--- src/design/aes_bridge_pkg.sv ---
// shared types and constants for the byte-serial cipher bridge
// every bridge module and the testbench refer to these by scoped name
package aes_bridge_pkg;

	// ----------------------------------------
	// data types
	// ----------------------------------------
	typedef logic [7:0]  byte_t;   // one key, plaintext or cipher byte
	typedef logic [31:0] word_t;   // register data or address word
	typedef logic [4:0]  count_t;  // queue occupancy, 0 to 16 inclusive

	// bytes per 128-bit block, also the depth of each queue
	localparam int block_bytes = 16;

	// ----------------------------------------
	// register map
	// ----------------------------------------
	localparam word_t fifo_addr   = 32'h0000_0510;  // key/text writes, cipher reads
	localparam word_t status_addr = 32'h0000_0514;  // done and empty flags

	// sequencer phases, in the order a block walks through them
	typedef enum logic [2:0]
	{
		collect_key,   // host writes land in the key queue
		collect_text,  // host writes land in the plaintext queue
		feed_core,     // sixteen byte pairs go out back to back
		wait_cipher,   // core is working, cipher bytes trickle in
		cipher_ready   // host drains the cipher queue
	} seq_state_t;

endpackage

--- src/design/byte_fifo.sv ---
// sixteen-entry fall-through byte queue
// head always shows the oldest byte, a pop retires it at the clock edge
// pushes into a full queue and pops from an empty one are ignored
`timescale 1ns/100ps

module byte_fifo
(
	input  logic                  clk_main_a0,
	input  logic                  rst_main_n_sync,
	input  logic                  push,       // store push_data at the edge
	input  aes_bridge_pkg::byte_t push_data,
	input  logic                  pop,        // retire head at the edge
	output aes_bridge_pkg::byte_t head,       // oldest byte, no read latency
	output logic                  empty,
	output logic                  full
);

	aes_bridge_pkg::byte_t mem [aes_bridge_pkg::block_bytes];  // storage array
	logic [$clog2(aes_bridge_pkg::block_bytes)-1:0] wr_ptr;    // next free slot
	logic [$clog2(aes_bridge_pkg::block_bytes)-1:0] rd_ptr;    // oldest entry
	aes_bridge_pkg::count_t count;                              // occupancy
	logic do_push;
	logic do_pop;

	assign do_push = push && !full;   // overflow is dropped silently
	assign do_pop  = pop && !empty;   // underflow does nothing

	assign full  = (count == aes_bridge_pkg::count_t'(aes_bridge_pkg::block_bytes));
	assign empty = (count == '0);
	assign head  = mem[rd_ptr];       // fall-through read

	// ----------------------------------------
	// storage
	// ----------------------------------------
	always_ff @(posedge clk_main_a0)
	begin
		if (do_push)
		begin
			mem[wr_ptr] <= push_data;
		end
	end

	// ----------------------------------------
	// pointers and occupancy
	// ----------------------------------------
	always_ff @(posedge clk_main_a0)
	begin
		if (!rst_main_n_sync)
		begin
			wr_ptr <= '0;
			rd_ptr <= '0;
			count  <= '0;
		end
		else
		begin
			if (do_push)
			begin
				wr_ptr <= wr_ptr + 1'b1;  // wraps at sixteen
			end
			if (do_pop)
			begin
				rd_ptr <= rd_ptr + 1'b1;
			end
			case ({do_push, do_pop})
				2'b10:   count <= count + aes_bridge_pkg::count_t'(1);
				2'b01:   count <= count - aes_bridge_pkg::count_t'(1);
				default: count <= count;  // idle, or push and pop together
			endcase
		end
	end

endmodule

--- src/design/bridge_sequencer.sv ---
// block sequencer of the cipher bridge
// routes host writes into the key and plaintext queues, streams both queues
// into the cipher core on sixteen back-to-back cycles, then collects the
// sixteen returned bytes into the cipher queue and waits for them to drain
`timescale 1ns/100ps

module bridge_sequencer
(
	input  logic                  clk_main_a0,
	input  logic                  rst_main_n_sync,
	// host write channel
	input  logic                  wready,        // write strobe
	input  aes_bridge_pkg::word_t wr_addr,
	input  aes_bridge_pkg::word_t wdata,
	// input queue status and heads
	input  logic                  key_full,
	input  logic                  text_full,
	input  aes_bridge_pkg::byte_t key_head,
	input  aes_bridge_pkg::byte_t text_head,
	// core return path
	input  logic                  core_out_valid,
	input  aes_bridge_pkg::byte_t core_out_byte,
	input  logic                  cipher_empty,
	// queue controls
	output logic                  key_push,
	output logic                  text_push,
	output aes_bridge_pkg::byte_t push_byte,     // shared by key and text queues
	output logic                  feed_pop,      // pops key and text together
	output logic                  cipher_push,
	output aes_bridge_pkg::byte_t cipher_byte,
	// core feed
	output logic                  core_enable,
	output logic                  core_in_valid,
	output aes_bridge_pkg::byte_t core_key_byte,
	output aes_bridge_pkg::byte_t core_data_byte,
	// to the read port
	output logic                  cipher_done
);

	aes_bridge_pkg::seq_state_t state;
	aes_bridge_pkg::seq_state_t state_next;
	aes_bridge_pkg::count_t     byte_cnt;       // feed pairs or cipher bytes so far
	aes_bridge_pkg::count_t     byte_cnt_next;
	logic                       wr_hit;         // strobed write to the data register
	logic                       last_byte;      // counter on the sixteenth byte

	assign wr_hit    = wready && (wr_addr == aes_bridge_pkg::fifo_addr);
	assign last_byte = (byte_cnt == aes_bridge_pkg::count_t'(aes_bridge_pkg::block_bytes - 1));

	// ----------------------------------------
	// next state and byte counter
	// ----------------------------------------
	always_comb
	begin
		state_next    = state;
		byte_cnt_next = byte_cnt;
		case (state)
			aes_bridge_pkg::collect_key:
			begin
				if (key_full)                        // sixteen key bytes held
				begin
					state_next = aes_bridge_pkg::collect_text;
				end
			end
			aes_bridge_pkg::collect_text:
			begin
				if (text_full)
				begin
					state_next = aes_bridge_pkg::feed_core;
				end
			end
			aes_bridge_pkg::feed_core:
			begin
				// one pair per cycle, no gaps
				if (last_byte)
				begin
					state_next    = aes_bridge_pkg::wait_cipher;
					byte_cnt_next = '0;
				end
				else
				begin
					byte_cnt_next = byte_cnt + aes_bridge_pkg::count_t'(1);
				end
			end
			aes_bridge_pkg::wait_cipher:
			begin
				if (core_out_valid)                  // count only the valid pulses
				begin
					if (last_byte)
					begin
						state_next    = aes_bridge_pkg::cipher_ready;
						byte_cnt_next = '0;
					end
					else
					begin
						byte_cnt_next = byte_cnt + aes_bridge_pkg::count_t'(1);
					end
				end
			end
			aes_bridge_pkg::cipher_ready:
			begin
				if (cipher_empty)                    // last byte was read out
				begin
					state_next = aes_bridge_pkg::collect_key;
				end
			end
			default:
			begin
				state_next    = aes_bridge_pkg::collect_key;
				byte_cnt_next = '0;
			end
		endcase
	end

	always_ff @(posedge clk_main_a0)
	begin
		if (!rst_main_n_sync)
		begin
			state    <= aes_bridge_pkg::collect_key;
			byte_cnt <= '0;
		end
		else
		begin
			state    <= state_next;
			byte_cnt <= byte_cnt_next;
		end
	end

	// ----------------------------------------
	// queue and core controls
	// ----------------------------------------
	// writes outside the two collect phases, or into a full queue, are lost
	assign key_push  = wr_hit && (state == aes_bridge_pkg::collect_key) && !key_full;
	assign text_push = wr_hit && (state == aes_bridge_pkg::collect_text) && !text_full;
	assign push_byte = wdata[7:0];                   // low byte carries the payload

	assign feed_pop       = (state == aes_bridge_pkg::feed_core);
	assign core_in_valid  = (state == aes_bridge_pkg::feed_core);
	assign core_key_byte  = key_head;                // fall-through heads go straight out
	assign core_data_byte = text_head;

	// core stays enabled from the first feed byte to the last stored cipher byte
	assign core_enable = (state == aes_bridge_pkg::feed_core) ||
		(state == aes_bridge_pkg::wait_cipher);

	assign cipher_push = core_out_valid && (state == aes_bridge_pkg::wait_cipher);
	assign cipher_byte = core_out_byte;
	assign cipher_done = (state == aes_bridge_pkg::cipher_ready);

endmodule

--- src/design/read_port.sv ---
// register read channel of the bridge
// a data register read pops one cipher byte once the block is done,
// every other address returns the status word
// one request in flight, response held until the host takes it
`timescale 1ns/100ps

module read_port
(
	input  logic                  clk_main_a0,
	input  logic                  rst_main_n_sync,
	input  logic                  arvalid_q,     // read request
	input  aes_bridge_pkg::word_t araddr_q,
	input  logic                  rready,        // host takes the response
	input  aes_bridge_pkg::byte_t cipher_head,
	input  logic                  cipher_empty,
	input  logic                  cipher_done,   // block complete, bytes readable
	output logic                  arready,
	output logic                  rvalid,
	output aes_bridge_pkg::word_t rdata,
	output logic                  cipher_pop
);

	logic                  rd_accept;   // request taken this edge
	logic                  data_sel;    // request targets the data register
	aes_bridge_pkg::word_t rsp_word;    // response captured at acceptance

	assign arready   = !rvalid;                  // free again once the response is taken
	assign rd_accept = arvalid_q && arready;
	assign data_sel  = (araddr_q == aes_bridge_pkg::fifo_addr);

	// pop only when there is a finished byte to hand out
	assign cipher_pop = rd_accept && data_sel && cipher_done && !cipher_empty;

	// ----------------------------------------
	// response select
	// ----------------------------------------
	always_comb
	begin
		if (data_sel)
		begin
			if (cipher_pop)
			begin
				rsp_word = {24'h0, cipher_head};   // zero-extended cipher byte
			end
			else
			begin
				rsp_word = '0;                      // early or stray data read
			end
		end
		else
		begin
			rsp_word = {30'h0, cipher_empty, cipher_done};  // status word
		end
	end

	always_ff @(posedge clk_main_a0)
	begin
		if (!rst_main_n_sync)
		begin
			rvalid <= 1'b0;
		end
		else if (rd_accept)
		begin
			rvalid <= 1'b1;
		end
		else if (rready)
		begin
			rvalid <= 1'b0;       // handshake done
		end
	end

	// data only moves on acceptance, so it stays put while rready is low
	always_ff @(posedge clk_main_a0)
	begin
		if (rd_accept)
		begin
			rdata <= rsp_word;
		end
	end

endmodule

--- src/design/aes_bridge_top.sv ---
// top level of the byte-serial cipher bridge
// ties the key, plaintext and cipher queues to the sequencer and read port
// the cipher core sits outside, its byte ports are brought out here
`timescale 1ns/100ps

module aes_bridge_top
(
	input  logic                  clk_main_a0,
	input  logic                  rst_main_n_sync,
	// host write side
	input  logic                  wready,
	input  aes_bridge_pkg::word_t wr_addr,
	input  aes_bridge_pkg::word_t wdata,
	// host read side
	input  logic                  arvalid_q,
	input  aes_bridge_pkg::word_t araddr_q,
	input  logic                  rready,
	output logic                  arready,
	output logic                  rvalid,
	output aes_bridge_pkg::word_t rdata,
	// cipher core
	output logic                  core_enable,
	output logic                  core_in_valid,
	output aes_bridge_pkg::byte_t core_key_byte,
	output aes_bridge_pkg::byte_t core_data_byte,
	input  logic                  core_out_valid,
	input  aes_bridge_pkg::byte_t core_out_byte
);

	// ----------------------------------------
	// internal nets
	// ----------------------------------------
	logic                  key_push;
	logic                  text_push;
	aes_bridge_pkg::byte_t push_byte;      // same byte offered to both input queues
	logic                  feed_pop;       // key and text popped in lockstep
	aes_bridge_pkg::byte_t key_head;
	aes_bridge_pkg::byte_t text_head;
	logic                  key_full;
	logic                  text_full;
	logic                  cipher_push;
	aes_bridge_pkg::byte_t cipher_byte;
	logic                  cipher_pop;
	aes_bridge_pkg::byte_t cipher_head;
	logic                  cipher_empty;
	logic                  cipher_done;

	byte_fifo key_fifo
	(
		.clk_main_a0     (clk_main_a0),
		.rst_main_n_sync (rst_main_n_sync),
		.push            (key_push),
		.push_data       (push_byte),
		.pop             (feed_pop),
		.head            (key_head),
		.empty           (),                 // phase is tracked by the sequencer
		.full            (key_full)
	);

	byte_fifo text_fifo
	(
		.clk_main_a0     (clk_main_a0),
		.rst_main_n_sync (rst_main_n_sync),
		.push            (text_push),
		.push_data       (push_byte),
		.pop             (feed_pop),
		.head            (text_head),
		.empty           (),
		.full            (text_full)
	);

	byte_fifo cipher_fifo
	(
		.clk_main_a0     (clk_main_a0),
		.rst_main_n_sync (rst_main_n_sync),
		.push            (cipher_push),
		.push_data       (cipher_byte),
		.pop             (cipher_pop),
		.head            (cipher_head),
		.empty           (cipher_empty),
		.full            ()                  // never more than one block in flight
	);

	bridge_sequencer u_sequencer
	(
		.clk_main_a0     (clk_main_a0),
		.rst_main_n_sync (rst_main_n_sync),
		.wready          (wready),
		.wr_addr         (wr_addr),
		.wdata           (wdata),
		.key_full        (key_full),
		.text_full       (text_full),
		.key_head        (key_head),
		.text_head       (text_head),
		.core_out_valid  (core_out_valid),
		.core_out_byte   (core_out_byte),
		.cipher_empty    (cipher_empty),
		.key_push        (key_push),
		.text_push       (text_push),
		.push_byte       (push_byte),
		.feed_pop        (feed_pop),
		.cipher_push     (cipher_push),
		.cipher_byte     (cipher_byte),
		.core_enable     (core_enable),
		.core_in_valid   (core_in_valid),
		.core_key_byte   (core_key_byte),
		.core_data_byte  (core_data_byte),
		.cipher_done     (cipher_done)
	);

	read_port u_read_port
	(
		.clk_main_a0     (clk_main_a0),
		.rst_main_n_sync (rst_main_n_sync),
		.arvalid_q       (arvalid_q),
		.araddr_q        (araddr_q),
		.rready          (rready),
		.cipher_head     (cipher_head),
		.cipher_empty    (cipher_empty),
		.cipher_done     (cipher_done),
		.arready         (arready),
		.rvalid          (rvalid),
		.rdata           (rdata),
		.cipher_pop      (cipher_pop)
	);

endmodule

--- config.mk ---
export PLATFORM = sky130hd
export DESIGN_NAME = aes_bridge_top
export DESIGN_NICKNAME = d
export VERILOG_FILES = /design/src/design/aes_bridge_pkg.sv /design/src/design/byte_fifo.sv /design/src/design/bridge_sequencer.sv /design/src/design/read_port.sv /design/src/design/aes_bridge_top.sv
export SDC_FILE = /design/constraint.sdc
export NUM_CORES = 1
export LEC_CHECK = 0
export BUFFER_PORTS_ARGS = -buffer_cell sky130_fd_sc_hd__buf_2
export CAP_MARGIN = 10
export CORE_AREA = 2 2 179 181
export CTS_BUF_LIST = sky130_fd_sc_hd__clkbuf_4 sky130_fd_sc_hd__clkbuf_8 sky130_fd_sc_hd__clkbuf_16
export CTS_CLUSTER_DIAMETER = 40
export CTS_CLUSTER_SIZE = 25
export DETAILED_ROUTE_END_ITERATION = 10
export DIE_AREA = 0 0 181 183
export GPL_ROUTABILITY_DRIVEN = 0
export GPL_TIMING_DRIVEN = 1
export PLACE_DENSITY = 0.91
export SYNTH_ARGS = -nofsm -noshare
export SYNTH_HDL_FRONTEND = slang
export SYNTH_SLANG_ARGS = --single-unit
--- constraint.sdc ---
create_clock -name clk_main_a0 -period 5.12 [get_ports clk_main_a0]
set_input_delay 0.256 -clock clk_main_a0 [delete_from_list [all_inputs] [get_ports clk_main_a0]]
set_output_delay 0.256 -clock clk_main_a0 [all_outputs]
set_load 0.02 [all_outputs]
==> load_flow_metrics.sql, run 1 <==
INSERT INTO impl_metrics (metric_group, metric, value, unit) VALUES
('routing', 'vias', '9835', ''),
('job', 'max-cap-violations', '0', ''),
('floorplan', 'die_area', '0.03312', 'mm²'),
('synthesis', 'post_synth_and_or_nand_nor_area_fraction', '6.286', '%'),
('status', 'status', 'finished clean', ''),
('power', 'clock_power_share', '45.5', '%'),
('clock_tree', 'clockRootBuffer', 'sky130_fd_sc_hd__clkbuf_16', ''),
('sta', 'final.hold.worst_slack', '0.03044', 'ns'),
('critical_path', 'critical_path.reg2reg.startpoint', 'cipher_fifo.count[0]', ''),
('synthesis', 'synth_edf_count', '392', ''),
('worst_hold_path', 'hold_class', 'in2reg', ''),
('floorplan', 'fp.coreArea', '0.03123', 'mm²'),
('floorplan', 'die-width', '181', 'µm'),
('floorplan', 'ios', '162', ''),
('critical_path', 'end_of_the_worst_register_to_register_path', 'cipher_fifo.count[4]', ''),
('power', 'netSwitchingFraction', '21.40', '%'),
('clock_tree', 'cts.path.max_buffers', '3', ''),
('power', 'p_leak', '6.937', 'nW'),
('sta', 'timing.final.crit_period', '3.435', 'ns'),
('global_routing', 'maximum_number_of_pins_on_one_net_before_global_route_repair', '33', ''),
('sta', 'worst_pin_slew', '1.101', 'ns'),
('synthesis', 'synthFlopType', 'sky130_fd_sc_hd__edfxtp_1', ''),
('critical_path', 'crit_type', 'reg2reg', ''),
('clock_tree', 'cts_made_buffers', '42', ''),
('sta', 'report.final.slew_viol_count', '0', ''),
('sta', 'fmax', '291.2', 'MHz'),
('sta', 'hold_viol', '0', ''),
('critical_path', 'crit_required', '5.59', 'ns'),
('sta', 'timing.final.ws_setup', '1.685', 'ns'),
('clock_tree', 'cts.clk_slew.worst_paths', '0.07', 'ns'),
('sta', 'max-slew-margin-rel', '26.59', '%'),
('cells_and_area', 'multi_input_comb_area', '0.005071', 'mm²'),
('floorplan', 'floorplan.initialDensity', '59.09', '%'),
('clock_tree', 'clock_tree.htree_level_count', '2', ''),
('routing', 'drtPass1Iterations', '5', ''),
('synthesis', 'synth_sequential_area_ratio', '70.30', '%'),
('critical_path', 'endpoint_kind', 'register', ''),
('synthesis', 'synthAdderAreaFrac', '2.007', '%'),
('critical_path', 'worstRegToRegCells', '11', ''),
('sta', 'timing.final.setup_violations', '0', ''),
('worst_hold_path', 'hold_path_depth', '3', ''),
('critical_path', 'crit_path_start', 'cipher_fifo.count[0]', ''),
('synthesis', 'yosys.area_share.xor_xnor', '1.234', '%'),
('power', 'total_power', '7.560', 'mW'),
('power', 'internal_power', '5.942', 'mW'),
('cells_and_area', 'area.growth.synth_to_final', '13.36', '%'),
('clock_tree', 'insertion_delay', '0.57', 'ns'),
('global_routing', 'grt_pass1_wl', '58440', 'µm'),
('cells_and_area', 'post_route_cells_drive_above_1_share', '28.54', '%'),
('sta', 'totalNegativeSetupSlack', '0', 'ns'),
('sta', 'worst_setup_skew_after_layout', '0.04048', 'ns'),
('synthesis', 'synthesis.area_per_instance', '18.00', 'µm²'),
('global_routing', 'grt.overflow.total', '0', ''),
('routing', 'detail_route.wl_per_cell', '24.29', 'µm'),
('power', 'power-per-cell-area', '361.4', 'mW/mm²'),
('cells_and_area', 'antenna_cells', '0', ''),
('floorplan', 'fp.dieH', '183', 'µm'),
('synthesis', 'synthTopCellsByArea', 'sky130_fd_sc_hd__edfxtp_1, sky130_fd_sc_hd__mux4_2, sky130_fd_sc_hd__dfxtp_1', ''),
('synthesis', 'synth_cells', '1025', ''),
('routing', 'drt_wl_total', '38460', 'µm'),
('power', 'peak_vdd_ir', '0.3421', 'mV'),
('synthesis', 'muxShareOfSynthArea', '14.65', '%'),
('global_routing', 'grt_pass1_vias', '10090', ''),
('power', 'seq_power_share', '52.9', '%'),
('critical_path', 'worst-endpoint-arrival', '3.90', 'ns'),
('routing', 'drcViolationCount', '0', ''),
('clock_tree', 'postCtsSetupRepairBufs', '0', ''),
('synthesis', 'synth.top_cells.by_count', 'sky130_fd_sc_hd__edfxtp_1, sky130_fd_sc_hd__mux4_2, sky130_fd_sc_hd__dfxtp_1, sky130_fd_sc_hd__nor2_1, sky130_fd_sc_hd__ha_1', ''),
('global_routing', 'globalRouteTotalUtil', '23.53', '%'),
('synthesis', 'yosysWarningCount', '0', ''),
('routing', 'post_drt_via_cell_ratio', '6.213', '');
-- cells by family after synthesis --
group	after synthesis
other cells	1
xor+xnor	26
mux	130
fa+ha+maj	29
buf+inv	100
flops	452
simple gates	207
compound gates	80
-- per-stage QoR --
stage	cells	utilization, %
floorplan	1048	-
global placement	1503	61.89
detailed placement	1503	61.89
CTS	1582	66.94
global route	1583	66.98
finish	1583	66.98
-- metal layers --
metal  track usage [%]  part of all wire, %  routed length [µm]
met1             29.38                   37               14170
met3             4.527                  7.4                2862
met2             41.52                   52               20180
met5                 0                0.034                  13
met4             8.423                  3.2                1234
-- cell type report --
class / count / share of cell area [%]
clock buffer: 46 / 5.282
clock inverter: 32 / 2.213
inverter: 23 / 0.4127
multi-input combinational: 496 / 24.24
sequential: 452 / 62.05
tap: 402 / 2.405
timing repair buffer: 132 / 3.398
-- power by group through the flow --
| stage | sequential (mW) | clock (mW) | combinational (mW) |
|---|---|---|---|
| 2_1_floorplan | 4.09 | 0 | 0.0434 |
| 3_3_place_gp | 4.08 | 0 | 0.113 |
| 4_1_cts | 4.00 | 3.48 | 0.123 |
| 5_1_grt | 4.00 | 3.61 | 0.133 |
| 6_report | 4.00 | 3.44 | 0.123 |
| 3_5_place_dp | 4.08 | 0 | 0.122 |
-- critical path, cell delays in order, from the launching register on --
cell	delay [ns]
sky130_fd_sc_hd__dfxtp_1	0.37
sky130_fd_sc_hd__or4_1	0.52
sky130_fd_sc_hd__o211a_1	0.23
sky130_fd_sc_hd__nand3_1	0.38
sky130_fd_sc_hd__inv_1	0.21
sky130_fd_sc_hd__ha_1	0.32
sky130_fd_sc_hd__fa_1	0.43
sky130_fd_sc_hd__a21o_1	0.17
sky130_fd_sc_hd__a21oi_1	0.18
sky130_fd_sc_hd__xor2_1	0.11
sky130_fd_sc_hd__or3_1	0.31
sky130_fd_sc_hd__a21oi_1	0.13
-- how the worst min path moves through the flow --
stage | slack, ns | start | endpoint
6_report | 0.03 | arvalid_q | u_read_port.rvalid
3_3_place_gp | 0.44 | rready | u_read_port.rvalid
2_1_floorplan | 0.35 | core_out_byte[0] | cipher_fifo.mem[0][0]
4_1_cts | 0.01 | arvalid_q | u_read_port.rvalid
5_1_grt | 0.03 | arvalid_q | u_read_port.rvalid
3_5_place_dp | 0.46 | rready | u_read_port.rvalid
-- layout by cell type (no fill, tap or decap), types with 4 or more instances in the layout --
cell	instances
sky130_fd_sc_hd__edfxtp_1	392
sky130_fd_sc_hd__buf_2	113
sky130_fd_sc_hd__mux4_2	112
sky130_fd_sc_hd__nor2_1	60
sky130_fd_sc_hd__dfxtp_1	55
sky130_fd_sc_hd__clkbuf_16	43
sky130_fd_sc_hd__ha_1	28
sky130_fd_sc_hd__nand2_1	26
sky130_fd_sc_hd__conb_1	24
sky130_fd_sc_hd__a21oi_1	23
sky130_fd_sc_hd__inv_1	22
sky130_fd_sc_hd__xor2_1	17
sky130_fd_sc_hd__mux2i_1	17
sky130_fd_sc_hd__buf_4	17
sky130_fd_sc_hd__nor4_1	16
sky130_fd_sc_hd__a211oi_1	15
sky130_fd_sc_hd__o21ai_0	13
sky130_fd_sc_hd__and3_1	13
sky130_fd_sc_hd__nor2b_1	11
sky130_fd_sc_hd__nand3_1	11
sky130_fd_sc_hd__nand2b_1	10
sky130_fd_sc_hd__nor3_1	10
sky130_fd_sc_hd__xnor2_1	9
sky130_fd_sc_hd__nor3b_1	8
sky130_fd_sc_hd__nand4_1	7
sky130_fd_sc_hd__and2_1	7
sky130_fd_sc_hd__a21o_1	6
sky130_fd_sc_hd__dfxtp_2	5
sky130_fd_sc_hd__clkinv_8	5
sky130_fd_sc_hd__inv_8	5
sky130_fd_sc_hd__bufinv_16	5
sky130_fd_sc_hd__nor3_2	4
sky130_fd_sc_hd__or3_1	4
sky130_fd_sc_hd__clkinvlp_4	4
-- sequential cells by signal, summed over array words and instances, names as in the netlist, 5 cells and up, named ones only --
name,count
text_fifo.count,5
key_fifo.mem,128
key_fifo.count,5
u_sequencer.byte_cnt,5
u_read_port.rdata,8
cipher_fifo.count,5
text_fifo.mem,128
cipher_fifo.mem,128
-- what timing repair did --
item | in CTS | in global routing
hold buffers | 1 | 0
endpoints found under the setup margin | 0 | 0
hold endpoints to repair | 1 | 0
gates resized for setup | 0 | 0
No activity file was read; power rests on OpenSTA's default activity.
==> run 2: changes to the inputs <==
--- a/config.mk
+++ b/config.mk
@@ -7,15 +7,15 @@
 export LEC_CHECK = 0
 export BUFFER_PORTS_ARGS = -buffer_cell sky130_fd_sc_hd__buf_2
 export CAP_MARGIN = 10
-export CORE_AREA = 2 2 179 181
+export CORE_AREA = 2 2 188 190
 export CTS_BUF_LIST = sky130_fd_sc_hd__clkbuf_4 sky130_fd_sc_hd__clkbuf_8 sky130_fd_sc_hd__clkbuf_16
 export CTS_CLUSTER_DIAMETER = 40
 export CTS_CLUSTER_SIZE = 25
 export DETAILED_ROUTE_END_ITERATION = 10
-export DIE_AREA = 0 0 181 183
+export DIE_AREA = 0 0 190 192
 export GPL_ROUTABILITY_DRIVEN = 0
 export GPL_TIMING_DRIVEN = 1
-export PLACE_DENSITY = 0.91
+export PLACE_DENSITY = 0.88
 export SYNTH_ARGS = -nofsm -noshare
 export SYNTH_HDL_FRONTEND = slang
 export SYNTH_SLANG_ARGS = --single-unit
==> constraint.sdc (replaced) <==
create_clock -name clk_main_a0 -period 3.1 [get_ports clk_main_a0]
set_input_delay 0.155 -clock clk_main_a0 [delete_from_list [all_inputs] [get_ports clk_main_a0]]
set_output_delay 0.155 -clock clk_main_a0 [all_outputs]
set_load 0.02 [all_outputs]
==> run 2 against run 1 <==
Effect of this change: total power rose by 72%; sequential cell count did not move; sequential power rose by 65%; register-to-register slack got worse by 1.5 ns; combinational power rose by 76%; global-route usage fell by 1.1 points; die area rose by 10%; non-clock buffer count rose by 43; cell count rose by 6.9%; core utilization fell by 4.0 points; worst hold slack improved by 0.058 ns; wire length rose by 2.7%; critical endpoint is now core_key_byte[0]; largest cell class unchanged.
==> load_flow_metrics.sql, run 2 (synthesis gave the netlist of run 1 again) <==
INSERT INTO impl_metrics (metric_group, metric, value, unit) VALUES
('status', 'status', 'finished clean', ''),
('sta', 'rsz0062_at_grt', 'no', ''),
('floorplan', 'fp.coreArea', '0.03429', 'mm²'),
('cells_and_area', 'final_common_cell', 'sky130_fd_sc_hd__edfxtp_1', ''),
('placement', 'port_buffers', '113', ''),
('sta', 'fmax', '339.8', 'MHz'),
('routing', 'drt_wl_total', '39480', 'µm'),
('sta', 'report.final.slew_viol_count', '0', ''),
('cells_and_area', 'num-nets-final', '1337', ''),
('global_routing', 'grt_util_met1', '28.45', '%'),
('critical_path', 'critical_path.reg2reg.startpoint', 'cipher_fifo.count[3]', ''),
('floorplan', 'fp.dieH', '192', 'µm'),
('worst_hold_path', 'hold_class', 'in2reg', ''),
('critical_path', 'critical_path.most_common_cell', 'sky130_fd_sc_hd__mux4_2', ''),
('global_routing', 'grt_pass1_vias', '10270', ''),
('critical_path', 'end_of_the_worst_register_to_register_path', 'cipher_fifo.count[4]', ''),
('global_routing', 'grt.overflow.total', '0', ''),
('critical_path', 'worstRegToRegCells', '11', ''),
('clock_tree', 'cts.path.max_buffers', '3', ''),
('placement', 'placed_cells_incl_taps', '1589', ''),
('worst_hold_path', 'hold_path_startpoint', 'wdata[7]', ''),
('critical_path', 'critical_path.top_delay_family', 'multiplexers', ''),
('floorplan', 'die-width', '190', 'µm'),
('routing', 'drt-initial-drc-count', '1141', ''),
('critical_path', 'path_buf_inv', '2', ''),
('clock_tree', 'cts_made_buffers', '50', ''),
('global_routing', 'grt_antenna_before_repair', '0', ''),
('critical_path', 'worst-endpoint-arrival', '2.79', 'ns'),
('cells_and_area', 'antenna_cells', '0', ''),
('global_routing', 'busiest_grt_layer', 'met2', ''),
('routing', 'vias', '10060', ''),
('power', 'peak_vdd_ir', '0.6927', 'mV'),
('floorplan', 'ios', '162', ''),
('cells_and_area', 'final_cell_mix', 'sky130_fd_sc_hd__edfxtp_1, sky130_fd_sc_hd__buf_2, sky130_fd_sc_hd__mux4_2', ''),
('cells_and_area', 'largest_registers', 'cipher_fifo.mem: 128 flops, key_fifo.mem: 128 flops, text_fifo.mem: 128 flops', ''),
('sta', 'hold_viol', '0', ''),
('critical_path', 'critical-path-slowest-cell', 'sky130_fd_sc_hd__dfxtp_2', ''),
('critical_path', 'ff2ff_setup_slack', '0.18', 'ns'),
('sta', 'final.hold.worst_slack', '0.08803', 'ns'),
('power', 'power-per-cell-area', '601.7', 'mW/mm²'),
('worst_hold_path', 'hold_path_depth', '1', ''),
('critical_path', 'crit_required', '2.94', 'ns'),
('clock_tree', 'cts.clk_slew.worst_paths', '0.07', 'ns'),
('placement', 'place.detailed.hpwl', '23590', 'µm'),
('routing', 'drcViolationCount', '0', ''),
('worst_hold_path', 'holdPathEnd', 'key_fifo.mem[11][7]', ''),
('global_routing', 'use_met3', '3.599', '%'),
('cells_and_area', 'finish.cell_count_without_fillers', '1693', ''),
('job', 'max-cap-violations', '0', ''),
('sta', 'totalNegativeSetupSlack', '0', 'ns'),
('cells_and_area', 'final_core_utilization', '62.94', '%'),
('critical_path', 'cp_cell_sequence', 'buf_12 -> mux4_2 -> mux4_2 -> buf_2', ''),
('routing', 'drtPass1Iterations', '5', ''),
('clock_tree', 'insertion_delay', '0.60', 'ns'),
('clock_tree', 'clock_sinks', '452', ''),
('critical_path', 'worst_path_largest_cell_delay', '0.62', 'ns'),
('cells_and_area', 'post_route_cells_drive_above_1_share', '31.18', '%'),
('critical_path', 'setup.worst_path.start_class', 'register', ''),
('clock_tree', 'postCtsSetupRepairBufs', '0', ''),
('floorplan', 'die_area', '0.03648', 'mm²'),
('sta', 'timing.final.setup_violations', '0', ''),
('sta', 'timing.final.crit_period', '2.943', 'ns'),
('critical_path', 'cp_num_cells', '4', ''),
('sta', 'worst_setup_skew_after_layout', '0.05111', 'ns'),
('global_routing', 'globalRouteTotalUtil', '22.41', '%'),
('routing', 'detail_route.wl_per_cell', '23.32', 'µm'),
('routing', 'post_drt_via_cell_ratio', '5.943', ''),
('clock_tree', 'tritoncts', 'built', ''),
('sta', 'worst_pin_slew', '0.8993', 'ns'),
('global_routing', 'met2_usage_in_global_routing', '39.70', '%'),
('clock_tree', 'clock_tree.htree_level_count', '2', ''),
('critical_path', 'endpoint_kind', 'output port', ''),
('routing', 'remaining_antenna_violation_count', '0', ''),
('floorplan', 'row_count', '68', ''),
('global_routing', 'grt_pass1_wl', '60890', 'µm'),
('floorplan', 'floorplan.initialDensity', '53.82', '%'),
('cells_and_area', 'final.fill_count', '2190', ''),
('sta', 'portion_of_the_clock_cycle_consumed_by_the_worst_path_in_the_final_layout', '94.93', '%'),
('sta', 'max-slew-margin-rel', '39.98', '%'),
('critical_path', 'maximum_fanout_along_the_worst_path', '21', ''),
('cells_and_area', 'area.growth.synth_to_final', '16.95', '%'),
('power', 'p_leak', '7.276', 'nW'),
('critical_path', 'crit_type', 'reg2out', ''),
('global_routing', 'maximum_number_of_pins_on_one_net_before_global_route_repair', '33', ''),
('clock_tree', 'clockRootBuffer', 'sky130_fd_sc_hd__clkbuf_16', '');
==> run 2: cell types whose count changed in the layout (fill, tap and decap cells not counted), moves of 2 or more <==
| cell | before | now |
|---|---|---|
| sky130_fd_sc_hd__clkinv_2 | 1 | 4 |
| sky130_fd_sc_hd__dlygate4sd3_1 | 1 | 12 |
| sky130_fd_sc_hd__clkbuf_16 | 43 | 50 |
| sky130_fd_sc_hd__buf_12 | 0 | 3 |
| sky130_fd_sc_hd__buf_4 | 17 | 47 |
| sky130_fd_sc_hd__inv_12 | 3 | 0 |
| sky130_fd_sc_hd__clkinvlp_4 | 4 | 2 |
| sky130_fd_sc_hd__inv_16 | 2 | 0 |
| sky130_fd_sc_hd__inv_6 | 2 | 10 |
==> run 2: worst max path at each step <==
stage	start	to
after floorplan	u_sequencer.state[1]	key_fifo.count[4]
after global placement	cipher_fifo.count[3]	cipher_fifo.count[4]
after detailed placement	cipher_fifo.count[3]	cipher_fifo.count[4]
after CTS	register	core_key_byte[0]
after global routing	cipher_fifo.count[3]	cipher_fifo.count[4]
final	register	core_key_byte[0]
==> run 2: final cells by class <==
cell class | count | area [µm²] | share of cell area, %
Timing Repair Buffer | 175 | 1099 | 5.090
Multi-Input combinational cell | 496 | 5086 | 23.57
Inverter | 23 | 86.33 | 0.4000
Clock inverter | 36 | 454.2 | 2.105
Tap cell | 455 | 569.3 | 2.638
Sequential cell | 452 | 12980 | 60.13
Clock buffer | 56 | 1309 | 6.064
==> run 2: repair_timing <==
item,4_1_cts,5_1_grt
hold endpoints to repair,136,0
hold buffers,12,0
gates resized for setup,0,4
setup endpoints to repair,0,3
==> run 2: metrics by stage <==
step,area (µm²),setup WS (ns),total power [mW]
after floorplan,18550,0.09389,6.819
after global placement,19680,0.1942,6.924
after detailed placement,19680,0.1719,6.939
after CTS,21560,0.08854,13.05
after global routing,21580,0.0004932,13.26
final,21580,0.1572,12.98
==> run 2: routing by layer <==
layer	vias to the layer above	wire, µm
met4	0	876
li1	4386	-
met2	471	20750
met3	64	2970
met1	5140	14880
met5	-	0
==> run 2: report_power, final <==
group / internal [mW] / switching [mW]
clock: 3.51 / 2.65
combinational: 0.0610 / 0.156
sequential: 6.60 / 0.00271
